==> src/include/sfa_consts.svh <==
`ifndef SFA_CONSTS_SVH
`define SFA_CONSTS_SVH

// stream word width
`define SFA_DATA_W 32
`define SFA_ROUTE_W 4
`define SFA_NUM_UNITS 5

`endif

==> src/logic/sfa_stream_pkg.sv <==
`default_nettype none

`include "sfa_consts.svh"

package sfa_stream_pkg;

  typedef logic [`SFA_DATA_W-1:0] sfa_data_t;

  // codes 6 to 15 are left unnamed and block every path
  typedef enum logic [`SFA_ROUTE_W-1:0] {
    ROUTE_OFF    = 4'd0,
    ROUTE_INC    = 4'd1,
    ROUTE_NEG    = 4'd2,
    ROUTE_BSWAP  = 4'd3,
    ROUTE_SQR16  = 4'd4,
    ROUTE_POPCNT = 4'd5
  } sfa_route_e;

  typedef enum logic [2:0] {
    OP_INC,
    OP_NEG,
    OP_BSWAP,
    OP_SQR16,
    OP_POPCNT
  } sfa_op_e;

endpackage

`default_nettype wire

==> src/logic/sfa_ctrl_pkg.sv <==
`default_nettype none

package sfa_ctrl_pkg;

  // route control
  typedef enum logic {
    CFG_IDLE,
    CFG_PENDING
  } sfa_cfg_state_e;

endpackage

`default_nettype wire

==> src/logic/sfa_1to5_demux.sv <==
`timescale 1ns/1ps
`default_nettype none

module sfa_1to5_demux
  import sfa_stream_pkg::*;
(
  input  sfa_route_e route,
  input  wire        route_hold,
  input  wire        s_tvalid,
  input  sfa_data_t  s_tdata,
  output logic       s_tready,
  output logic       u1_tvalid,
  output sfa_data_t  u1_tdata,
  input  wire        u1_tready,
  output logic       u2_tvalid,
  output sfa_data_t  u2_tdata,
  input  wire        u2_tready,
  output logic       u3_tvalid,
  output sfa_data_t  u3_tdata,
  input  wire        u3_tready,
  output logic       u4_tvalid,
  output sfa_data_t  u4_tdata,
  input  wire        u4_tready,
  output logic       u5_tvalid,
  output sfa_data_t  u5_tdata,
  input  wire        u5_tready
);

  logic open_path;

  // a pending route change closes the input
  assign open_path = ~route_hold;

  always_comb begin
    u1_tvalid = 1'b0;
    u2_tvalid = 1'b0;
    u3_tvalid = 1'b0;
    u4_tvalid = 1'b0;
    u5_tvalid = 1'b0;
    u1_tdata  = '0;
    u2_tdata  = '0;
    u3_tdata  = '0;
    u4_tdata  = '0;
    u5_tdata  = '0;
    s_tready  = 1'b0;
    case (route)
      ROUTE_INC: begin
        u1_tvalid = s_tvalid & open_path;
        u1_tdata  = s_tdata;
        s_tready  = u1_tready & open_path;
      end
      ROUTE_NEG: begin
        u2_tvalid = s_tvalid & open_path;
        u2_tdata  = s_tdata;
        s_tready  = u2_tready & open_path;
      end
      ROUTE_BSWAP: begin
        u3_tvalid = s_tvalid & open_path;
        u3_tdata  = s_tdata;
        s_tready  = u3_tready & open_path;
      end
      ROUTE_SQR16: begin
        u4_tvalid = s_tvalid & open_path;
        u4_tdata  = s_tdata;
        s_tready  = u4_tready & open_path;
      end
      ROUTE_POPCNT: begin
        u5_tvalid = s_tvalid & open_path;
        u5_tdata  = s_tdata;
        s_tready  = u5_tready & open_path;
      end
      // off and unnamed codes
      default: begin
        s_tready = 1'b0;
      end
    endcase
  end

endmodule

`default_nettype wire

==> src/logic/sfa_5to1_mux.sv <==
`timescale 1ns/1ps
`default_nettype none

module sfa_5to1_mux
  import sfa_stream_pkg::*;
(
  output logic       s1_tready,
  input  wire        s1_tvalid,
  input  sfa_data_t  s1_tdata,
  output logic       s2_tready,
  input  wire        s2_tvalid,
  input  sfa_data_t  s2_tdata,
  output logic       s3_tready,
  input  wire        s3_tvalid,
  input  sfa_data_t  s3_tdata,
  output logic       s4_tready,
  input  wire        s4_tvalid,
  input  sfa_data_t  s4_tdata,
  output logic       s5_tready,
  input  wire        s5_tvalid,
  input  sfa_data_t  s5_tdata,
  input  wire        m_tready,
  output logic       m_tvalid,
  output sfa_data_t  m_tdata,
  input  sfa_route_e route
);

  always_comb begin
    // nothing selected unless the route names a unit
    m_tvalid  = 1'b0;
    m_tdata   = '0;
    s1_tready = 1'b0;
    s2_tready = 1'b0;
    s3_tready = 1'b0;
    s4_tready = 1'b0;
    s5_tready = 1'b0;
    case (route)
      ROUTE_INC: begin
        m_tvalid  = s1_tvalid;
        m_tdata   = s1_tdata;
        s1_tready = m_tready;
      end
      ROUTE_NEG: begin
        m_tvalid  = s2_tvalid;
        m_tdata   = s2_tdata;
        s2_tready = m_tready;
      end
      ROUTE_BSWAP: begin
        m_tvalid  = s3_tvalid;
        m_tdata   = s3_tdata;
        s3_tready = m_tready;
      end
      ROUTE_SQR16: begin
        m_tvalid  = s4_tvalid;
        m_tdata   = s4_tdata;
        s4_tready = m_tready;
      end
      ROUTE_POPCNT: begin
        m_tvalid  = s5_tvalid;
        m_tdata   = s5_tdata;
        s5_tready = m_tready;
      end
      default: begin
        m_tvalid = 1'b0;
        m_tdata  = '0;
      end
    endcase
  end

endmodule

`default_nettype wire

==> src/logic/sfa_stream_alu.sv <==
`timescale 1ns/1ps
`default_nettype none

module sfa_stream_alu
  import sfa_stream_pkg::*;
#(
  parameter sfa_op_e op = OP_INC
) (
  input  wire       aclk,
  input  wire       rst_n,
  input  wire       s_tvalid,
  input  sfa_data_t s_tdata,
  output logic      s_tready,
  output logic      m_tvalid,
  output sfa_data_t m_tdata,
  input  wire       m_tready
);

  // ~~~~~~~~~~~~~~~~~~~~~~~~~~~~~~~~~~~~~~~~~~~~~~~~~~~~~~~~~~~~
  // operation applied to each accepted word
  // ~~~~~~~~~~~~~~~~~~~~~~~~~~~~~~~~~~~~~~~~~~~~~~~~~~~~~~~~~~~~
  function automatic sfa_data_t apply_op(input sfa_data_t d);
    sfa_data_t lo;
    sfa_data_t cnt;
    lo  = {16'd0, d[15:0]};
    cnt = '0;
    case (op)
      OP_INC:   apply_op = d + 1'b1;
      OP_NEG:   apply_op = ~d + 1'b1;
      OP_BSWAP: apply_op = {d[7:0], d[15:8], d[23:16], d[31:24]};
      OP_SQR16: apply_op = lo * lo;
      default: begin
        for (int i = 0; i < $bits(sfa_data_t); i++) begin
          cnt = cnt + d[i];
        end
        apply_op = cnt;
      end
    endcase
  endfunction

  logic take;

  // empty, or the held result leaves this cycle
  assign s_tready = ~m_tvalid | m_tready;
  assign take     = s_tvalid & s_tready;

  always_ff @(posedge aclk or negedge rst_n) begin
    if (!rst_n) begin
      m_tvalid <= 1'b0;
    end else if (take) begin
      m_tvalid <= 1'b1;
    end else if (m_tready) begin
      m_tvalid <= 1'b0;
    end
  end

  always_ff @(posedge aclk) begin
    if (take) begin
      m_tdata <= apply_op(s_tdata);
    end
  end

endmodule

`default_nettype wire

==> src/logic/sfa_route_ctrl.sv <==
`timescale 1ns/1ps
`default_nettype none

`include "sfa_consts.svh"

module sfa_route_ctrl
  import sfa_stream_pkg::*;
  import sfa_ctrl_pkg::*;
(
  input  wire                       aclk,
  input  wire                       rst_n,
  input  wire                       conf_wr,
  input  sfa_route_e                conf_data,
  input  wire [`SFA_NUM_UNITS-1:0]  unit_busy,
  output sfa_route_e                route,
  output logic                      route_hold
);

  sfa_cfg_state_e state;
  sfa_route_e     pend_route;

  // later write overwrites the earlier one
  always_ff @(posedge aclk) begin
    if (conf_wr) begin
      pend_route <= conf_data;
    end
  end

  always_ff @(posedge aclk or negedge rst_n) begin
    if (!rst_n) begin
      state <= CFG_IDLE;
      route <= ROUTE_OFF;
    end else begin
      case (state)
        CFG_IDLE: begin
          if (conf_wr) begin
            state <= CFG_PENDING;
          end
        end
        CFG_PENDING: begin
          // switch only once no unit holds a result
          if (!conf_wr && !(|unit_busy)) begin
            route <= pend_route;
            state <= CFG_IDLE;
          end
        end
      endcase
    end
  end

  assign route_hold = (state == CFG_PENDING);

endmodule

`default_nettype wire

==> src/logic/sfa_fabric.sv <==
`timescale 1ns/1ps
`default_nettype none

`include "sfa_consts.svh"

module sfa_fabric
  import sfa_stream_pkg::*;
(
  input  wire        aclk,
  input  wire        rst_n,
  input  wire        s_tvalid,
  input  sfa_data_t  s_tdata,
  output logic       s_tready,
  output logic       m_tvalid,
  output sfa_data_t  m_tdata,
  input  wire        m_tready,
  input  wire        conf_wr,
  input  sfa_route_e conf_data,
  output logic       cfg_busy
);

  sfa_route_e route;
  logic       route_hold;

  // distributor side of each unit
  logic       in1_tvalid, in2_tvalid, in3_tvalid, in4_tvalid, in5_tvalid;
  logic       in1_tready, in2_tready, in3_tready, in4_tready, in5_tready;
  sfa_data_t  in1_tdata, in2_tdata, in3_tdata, in4_tdata, in5_tdata;

  // selector side of each unit
  logic       out1_tvalid, out2_tvalid, out3_tvalid, out4_tvalid, out5_tvalid;
  logic       out1_tready, out2_tready, out3_tready, out4_tready, out5_tready;
  sfa_data_t  out1_tdata, out2_tdata, out3_tdata, out4_tdata, out5_tdata;

  logic [`SFA_NUM_UNITS-1:0] unit_busy;

  assign unit_busy = {out5_tvalid, out4_tvalid, out3_tvalid, out2_tvalid, out1_tvalid};
  assign cfg_busy  = route_hold;

  sfa_route_ctrl u_ctrl (
    .aclk(aclk), .rst_n(rst_n),
    .conf_wr(conf_wr), .conf_data(conf_data), .unit_busy(unit_busy),
    .route(route), .route_hold(route_hold)
  );

  sfa_1to5_demux u_demux (
    .route(route), .route_hold(route_hold),
    .s_tvalid(s_tvalid), .s_tdata(s_tdata), .s_tready(s_tready),
    .u1_tvalid(in1_tvalid), .u1_tdata(in1_tdata), .u1_tready(in1_tready),
    .u2_tvalid(in2_tvalid), .u2_tdata(in2_tdata), .u2_tready(in2_tready),
    .u3_tvalid(in3_tvalid), .u3_tdata(in3_tdata), .u3_tready(in3_tready),
    .u4_tvalid(in4_tvalid), .u4_tdata(in4_tdata), .u4_tready(in4_tready),
    .u5_tvalid(in5_tvalid), .u5_tdata(in5_tdata), .u5_tready(in5_tready)
  );

  // ~~~~~~~~~~~~~~~~~~~~~~~~~~~~~~~~~~~~~~~~~~~~~~~~~~~~~~~~~~~~
  // function units, one per route code
  // ~~~~~~~~~~~~~~~~~~~~~~~~~~~~~~~~~~~~~~~~~~~~~~~~~~~~~~~~~~~~
  sfa_stream_alu #(.op(OP_INC)) u_inc (
    .aclk(aclk), .rst_n(rst_n),
    .s_tvalid(in1_tvalid), .s_tdata(in1_tdata), .s_tready(in1_tready),
    .m_tvalid(out1_tvalid), .m_tdata(out1_tdata), .m_tready(out1_tready)
  );

  sfa_stream_alu #(.op(OP_NEG)) u_neg (
    .aclk(aclk), .rst_n(rst_n),
    .s_tvalid(in2_tvalid), .s_tdata(in2_tdata), .s_tready(in2_tready),
    .m_tvalid(out2_tvalid), .m_tdata(out2_tdata), .m_tready(out2_tready)
  );

  sfa_stream_alu #(.op(OP_BSWAP)) u_bswap (
    .aclk(aclk), .rst_n(rst_n),
    .s_tvalid(in3_tvalid), .s_tdata(in3_tdata), .s_tready(in3_tready),
    .m_tvalid(out3_tvalid), .m_tdata(out3_tdata), .m_tready(out3_tready)
  );

  sfa_stream_alu #(.op(OP_SQR16)) u_sqr16 (
    .aclk(aclk), .rst_n(rst_n),
    .s_tvalid(in4_tvalid), .s_tdata(in4_tdata), .s_tready(in4_tready),
    .m_tvalid(out4_tvalid), .m_tdata(out4_tdata), .m_tready(out4_tready)
  );

  sfa_stream_alu #(.op(OP_POPCNT)) u_popcnt (
    .aclk(aclk), .rst_n(rst_n),
    .s_tvalid(in5_tvalid), .s_tdata(in5_tdata), .s_tready(in5_tready),
    .m_tvalid(out5_tvalid), .m_tdata(out5_tdata), .m_tready(out5_tready)
  );

  sfa_5to1_mux u_mux (
    .s1_tready(out1_tready), .s1_tvalid(out1_tvalid), .s1_tdata(out1_tdata),
    .s2_tready(out2_tready), .s2_tvalid(out2_tvalid), .s2_tdata(out2_tdata),
    .s3_tready(out3_tready), .s3_tvalid(out3_tvalid), .s3_tdata(out3_tdata),
    .s4_tready(out4_tready), .s4_tvalid(out4_tvalid), .s4_tdata(out4_tdata),
    .s5_tready(out5_tready), .s5_tvalid(out5_tvalid), .s5_tdata(out5_tdata),
    .m_tready(m_tready), .m_tvalid(m_tvalid), .m_tdata(m_tdata),
    .route(route)
  );

endmodule

`default_nettype wire

==> config.mk <==
export PLATFORM = sky130hd
export DESIGN_NAME = sfa_fabric
export DESIGN_NICKNAME = d
export VERILOG_FILES = /design/src/logic/sfa_stream_pkg.sv /design/src/logic/sfa_ctrl_pkg.sv /design/src/logic/sfa_1to5_demux.sv /design/src/logic/sfa_5to1_mux.sv /design/src/logic/sfa_stream_alu.sv /design/src/logic/sfa_route_ctrl.sv /design/src/logic/sfa_fabric.sv
export VERILOG_INCLUDE_DIRS = /design/src /design/src/include
export SDC_FILE = /design/constraint.sdc
export NUM_CORES = 1
export LEC_CHECK = 0
export ABC_AREA = 1
export BUFFER_PORTS_ARGS = -buffer_cell sky130_fd_sc_hd__buf_4
export CAP_MARGIN = 20
export CORE_MARGIN = 2
export CORE_UTILIZATION = 35
export DETAILED_ROUTE_END_ITERATION = 8
export REMOVE_ABC_BUFFERS = 1
export SLEW_MARGIN = 20
export SYNTH_ARGS = -nofsm -noshare
export SYNTH_HDL_FRONTEND = slang
export SYNTH_HIERARCHICAL = 1
export SYNTH_SLANG_ARGS = --single-unit
==> constraint.sdc <==
create_clock -name aclk -period 15.14 [get_ports aclk]
set_clock_uncertainty 0.05 [all_clocks]
set_input_delay 3.028 -clock aclk [delete_from_list [all_inputs] [get_ports aclk]]
set_output_delay 3.028 -clock aclk [all_outputs]
set_load 0.02 [all_outputs]
* Yosys cells after proc, flatten, opt, wreduce, memory -nomap -nowiden
Cells that the tools add are included.
** Operators by class
- Add/subtract/negate cells :: 33
- Multiply operators :: 1
- Equality and inequality tests :: 5
- Multiplexer cells :: 30
- Bitwise operators :: 23
- Reductions and logical operators :: 10
** Operators by type and width (count)
- $add A32 B1 Y32 :: 30
- $pmux W32 S5 :: 1
- $mux W32 :: 3
- $add A32 B1 Y32 const B :: 2
- $mul A16 B16 Y32 :: 1
- $not A32 Y32 :: 1
- $mux W1 :: 22
- $mux W16 :: 1
- $and A1 B1 Y1 :: 11
- $pmux W1 S5 :: 2
- $reduce_bool A2 Y1 :: 5
- $eq A4 B2 Y1 const B :: 2
- $eq A4 B3 Y1 const B :: 2
- $not A1 Y1 :: 6
- $or A1 B1 Y1 :: 5
- $reduce_or A5 Y1 :: 1
- $eq A4 B1 Y1 const B :: 1
- $add A1 B1 Y2 :: 1
- $logic_not A1 Y1 :: 2
- $pmux W1 S2 :: 1
- $reduce_and A2 Y1 :: 1
- $logic_and A1 B1 Y1 :: 1
** Word-level totals
- Flip-flop bits (word level) :: 174
- Input bits :: 41
- Output and inout bits :: 35
- Logic and storage cells :: 115

* Logic depth before layout (Yosys ltp)
- Word-level depth :: 33
- Mapped depth :: 32
- Depth with buffers taken out :: 29

* Hierarchy
Netlist, hierarchy kept.
** Modules (own cells, without submodules)
- sfa_stream_alu (u_sqr16) :: times used 1, cells an instance 1177, area an instance 9111.2 sq um, sequential area each 955.9 sq um
- sfa_stream_alu (u_inc) :: times used 1, cells an instance 227, area an instance 1920.6 sq um, sequential area each 985.9 sq um
- sfa_stream_alu (u_neg) :: times used 1, cells an instance 224, area an instance 1908.1 sq um, sequential area each 985.9 sq um
- sfa_5to1_mux :: times used 1, cells an instance 412, area an instance 1813.0 sq um, sequential area each 0.0 sq um
- sfa_stream_alu (u_popcnt) :: times used 1, cells an instance 136, area an instance 1256.2 sq um, sequential area each 205.2 sq um
- sfa_stream_alu (u_bswap) :: times used 1, cells an instance 38, area an instance 1006.0 sq um, sequential area each 985.9 sq um
- sfa_1to5_demux :: times used 1, cells an instance 239, area an instance 949.7 sq um, sequential area each 0.0 sq um
- sfa_route_ctrl :: times used 1, cells an instance 31, area an instance 361.6 sq um, sequential area each 245.2 sq um

* Worst setup path after synthesis
Ideal clock, no wire load.
- Kind :: input -> register
- From :: in s_tdata[11]
- To :: reg u_sqr16.m_tdata[28] (data pin)
- Library setup time :: 0.252 ns
- Arrival time :: 7.981 ns
- Required time :: 14.838 ns
- Slack :: 6.857 ns
- Stages :: 25
- Buffers on the path :: 2
- Cell sequence :: inv_1 -> nor2_1 -> clkbuf_1 -> clkbuf_1 -> nand2_1 -> fa_1 -> fa_1 -> inv_1 -> fa_1 -> fa_1 -> fa_1 -> inv_1 -> fa_1 -> inv_1 -> ha_1 -> nand2_1 -> inv_1 -> nand2_1 -> nand2_1 -> nand2_1 -> nand2_1 -> a21oi_1 -> nand2_1 -> nand2_1 -> nand2_1
** On the way
- Word-level cells in the longest chain between the ends :: 2
** Ends and longest elaborated chain
- start: declaration :: line sfa_fabric.sv:12 : input sfa_data_t s_tdata,
- $mux W16 :: line sfa_1to5_demux.sv:46 : case (route)
- named net in4_tdata[11] :: line sfa_fabric.sv:28 : sfa_data_t in1_tdata, in2_tdata, in3_tdata, in4_tdata, in5_tdata;
- $mul A16 B16 Y32 :: line sfa_stream_alu.sv:31 : OP_SQR16: apply_op = lo * lo;
- end signal: assignment :: line sfa_stream_alu.sv:59 : m_tdata <= apply_op(s_tdata);
- end: declaration :: line sfa_stream_alu.sv:15 : output sfa_data_t m_tdata,
The timed path passes the listed nets, and every way through them passes these cells.
A chain may end at the register's enable or synchronous reset.

* Final worst setup path
- From :: in s_tdata[6]
- To :: reg u_sqr16.m_tdata[19] (data pin)
The elaborated chain is that of the path after synthesis.

==> impl_metrics.csv <==
group,metric,value,unit
cts,cts-root-buf,"clkbuf_16",
floorplanning,die_h,232.4,µm
final_layout,drive_above_1_share,8.458,%
power,switchingPower,0.001143,W
timing,hold_viol,0,
worst_setup_path,crit_top_cell,"inv_1",
detailed_routing,viasPerCell,4.732,
timing,period_share,55.45,%
power,p_per_area,114.7,nW/µm²
cts,cts_tree,"yes",
worst_setup_path,critical_path_class,"primary input to register",
final_layout,register_area,4364,µm²
timing,holdWs,0.4339,ns
hold_path,hp-class,"register to register",
cts,cts_setup_buffers,0,
floorplanning,ios,76,
cts,clock-sinks,147,
worst_setup_path,startpoint_type,"primary input",
cts,cts_resized,0,
final_layout,multiInputGateArea,11280,µm²
synthesis,synthCells,2467,
timing,worst_pin_slew,0.8576,ns
power,combPwrFrac,58.5,%
global_route,grt_pass1_wl,84460,µm
detailed_routing,drc,0,
floorplanning,rows,83,
timing,rsz0062_at_grt,"false",
floorplanning,die_area,54020,µm²
worst_setup_path,cp_slowest_stage_delay,0.54,ns
floorplanning,dieWidth,232.4,µm
place,hpwlAfterDp,41130,µm
power,vdd_ir_drop_max,95.06,µV
place,post_dp_cell_area,19470,µm²
detailed_routing,drt-pass1-iter-count,6,
final_layout,diodes,0,
worst_setup_path,critPathRequiredTime,15.36,ns
worst_setup_path,slowest_stage,"fa_1",
timing,fin_setup_tns,0,ns
floorplanning,coreArea,51410,µm²
worst_setup_path,cp_cell_sequence,"buf_4 -> inv_1 -> nor2_1 -> buf_4 -> nand2_1 -> inv_1 -> fa_1 -> inv_1 -> fa_1 -> inv_1 -> fa_1 -> fa_1 -> fa_1 -> inv_1 -> fa_1 -> inv_1 -> ha_1 -> nand2_1 -> nor2_1 -> nand2_1 -> nand2_1 -> inv_1 -> nand2_1 -> xor2_1",
detailed_routing,drtAntennaViolNets,0,
timing,slew_headroom,42.82,%
timing,slew_violations,0,
global_route,grt_max_degree,69,
worst_setup_path,crit_fanout,16,
power,switching_share,49.67,%
final_layout,fin_nets,2855,
cts,cts_buffers,17,
worst_setup_path,cp.arrival,8.61,ns
flow_run,maxCapViolations,0,
place,port_buffers,75,
cts,clock_latency,0.45,ns
power,seqPwrFrac,23.9,%
final_layout,design_area,20070,µm²
worst_setup_path,crit_path_end_kind,"register",
timing,min_period,8.396,ns
worst_setup_path,crit_family,"adder cells",
detailed_routing,wl_per_cell,16.39,µm
cts,clk_pin_slew,0.07,ns
power,p_leak,11.21,nW
synthesis,syn_avg_cell_area,7.402,µm²
global_route,antenna_found_initial,0,
power,power,0.002302,W
detailed_routing,initialDrtViolationCount,1105,
timing,fmax,119.1,MHz
cts,htreeDepth,4,
timing,setup_viol,0,
global_route,overflow,0,
detailed_routing,wl,52610,µm
power,p_int,0.001159,W
synthesis,synth-warning-count,6,
cts,postCtsHoldBufs,0,
power,pwr-share-clk,17.5,%
final_layout,fillCellCount,5391,
final_layout,fin_util,39.03,%
synthesis,synth_area,18260,µm²
global_route,grt_usage,20.27,%
worst_setup_path,reg2reg_slack,8.14,ns
place,gp_congestion,0.9369,
detailed_routing,vias,15190,
worst_setup_path,path_buf_inv,9,
cts,cts.path.max_buffers,2,
global_route,grt_pass1_vias,15550,
floorplanning,initial_core_util,35.52,%
run_status,outcome,"finished, final reports clean",
final_layout,syn2layout_area_growth,9.880,%
==> final cells by class <==
cell class / instances / share of cell area [%]
multi-input cells: 1666 / 56.22
flip-flops and latches: 147 / 21.75
inverters: 580 / 10.85
well taps: 680 / 4.240
repair buffers: 105 / 4.228
clock buffers: 20 / 2.326
clock inverters: 12 / 0.3866
==> metal layers <==
layer	wire, µm	up-vias	track usage [%]	part of all wire (%)
li1	-	7370	-	-
met2	25400	415	35.27	48
met3	2761	62	1.863	5.2
met5	0	-	0	0
met4	1010	0	5.208	1.9
met1	23440	7344	26.97	45
==> power groups by stage <==
stage | Sequential [W] | Clock [W] | Combinational, W
floorplan | 0.000551 | 0 | 0.000848
global placement | 0.000559 | 0 | 0.00130
detailed placement | 0.000560 | 0 | 0.00133
CTS | 0.000551 | 0.000409 | 0.00133
global route | 0.000554 | 0.000426 | 0.00149
finish | 0.000551 | 0.000404 | 0.00135
==> path summary, 6_finish.rpt <==
kind,end,start,cells after the start
max in group asynchronous,u_inc/m_tvalid$_DFFE_PN0P_,rst_n,1
worst min register to register,u_ctrl/route[3]$_DFFE_PN0P_,u_ctrl/pend_route[3]$_DFFE_PP_,2
worst max-delay path,u_sqr16/m_tdata[19]$_DFFE_PP_,s_tdata[6],24
worst min-delay path,u_ctrl/route[3]$_DFFE_PN0P_,u_ctrl/pend_route[3]$_DFFE_PP_,2
worst max register to register,u_sqr16/m_tdata[19]$_DFFE_PP_,u_ctrl/route[3]$_DFFE_PN0P_,22
min in group asynchronous,u_neg/m_tvalid$_DFFE_PN0P_,rst_n,1
==> worst register-to-register path, stage by stage (launching register included) <==
cell	delay [ns]
dfrtp_1	0.47
nor2_1	0.27
nand2_1	0.56
nor2_1	0.27
buf_4	0.34
nand2_1	0.20
fa_1	0.55
inv_1	0.05
fa_1	0.52
fa_1	0.45
fa_1	0.50
fa_1	0.49
inv_1	0.05
fa_1	0.47
inv_1	0.04
ha_1	0.40
nand2_1	0.16
nor2_1	0.39
nand2_1	0.10
nand2_1	0.12
inv_1	0.05
nand2_1	0.08
xor2_1	0.24
==> registers in the layout, summed over array words and instances (netlist names) <==
name / count
u_sqr16/m_tdata: 31
u_ctrl/route: 4
u_popcnt/m_tdata: 6
u_inc/m_tdata: 32
u_bswap/m_tdata: 32
u_ctrl/pend_route: 4
u_bswap/m_tvalid: 1
u_neg/m_tdata: 32
u_sqr16/m_tvalid: 1
u_inc/m_tvalid: 1
u_ctrl/route_hold: 1
u_popcnt/m_tvalid: 1
u_neg/m_tvalid: 1
==> layout by cell type (no fill, tap or decap), types with 2 or more instances in the layout <==
cell type / count
a21oi_4: 4
nor2_4: 16
ha_1: 111
or2_2: 3
xor2_1: 43
conb_1: 27
clkbuf_8: 3
buf_4: 101
o21ai_0: 2
dfrtp_1: 10
xnor2_1: 15
fa_1: 186
inv_1: 573
clkbuf_16: 17
clkinv_2: 6
inv_4: 2
nand4_1: 10
edfxtp_1: 137
o21ai_1: 4
nand3_1: 186
o21bai_1: 12
inv_2: 7
a21oi_1: 22
nand2_1: 616
nor2_1: 350
inv_6: 3
nand3b_1: 9
nand3_2: 4
nand2_2: 18
buf_16: 2
nand2_4: 2
nor2_8: 2
nor2_2: 17
==> through the flow <==
stage / setup WS, ns / std cells
final: 6.744 / 3210
after global routing: 6.410 / 3210
after CTS: 6.687 / 3208
after detailed placement: 6.226 / 3176
after global placement: 6.219 / 3174
after floorplan: 6.814 / 2393
Note: power is estimated with default switching activity, not from simulation.
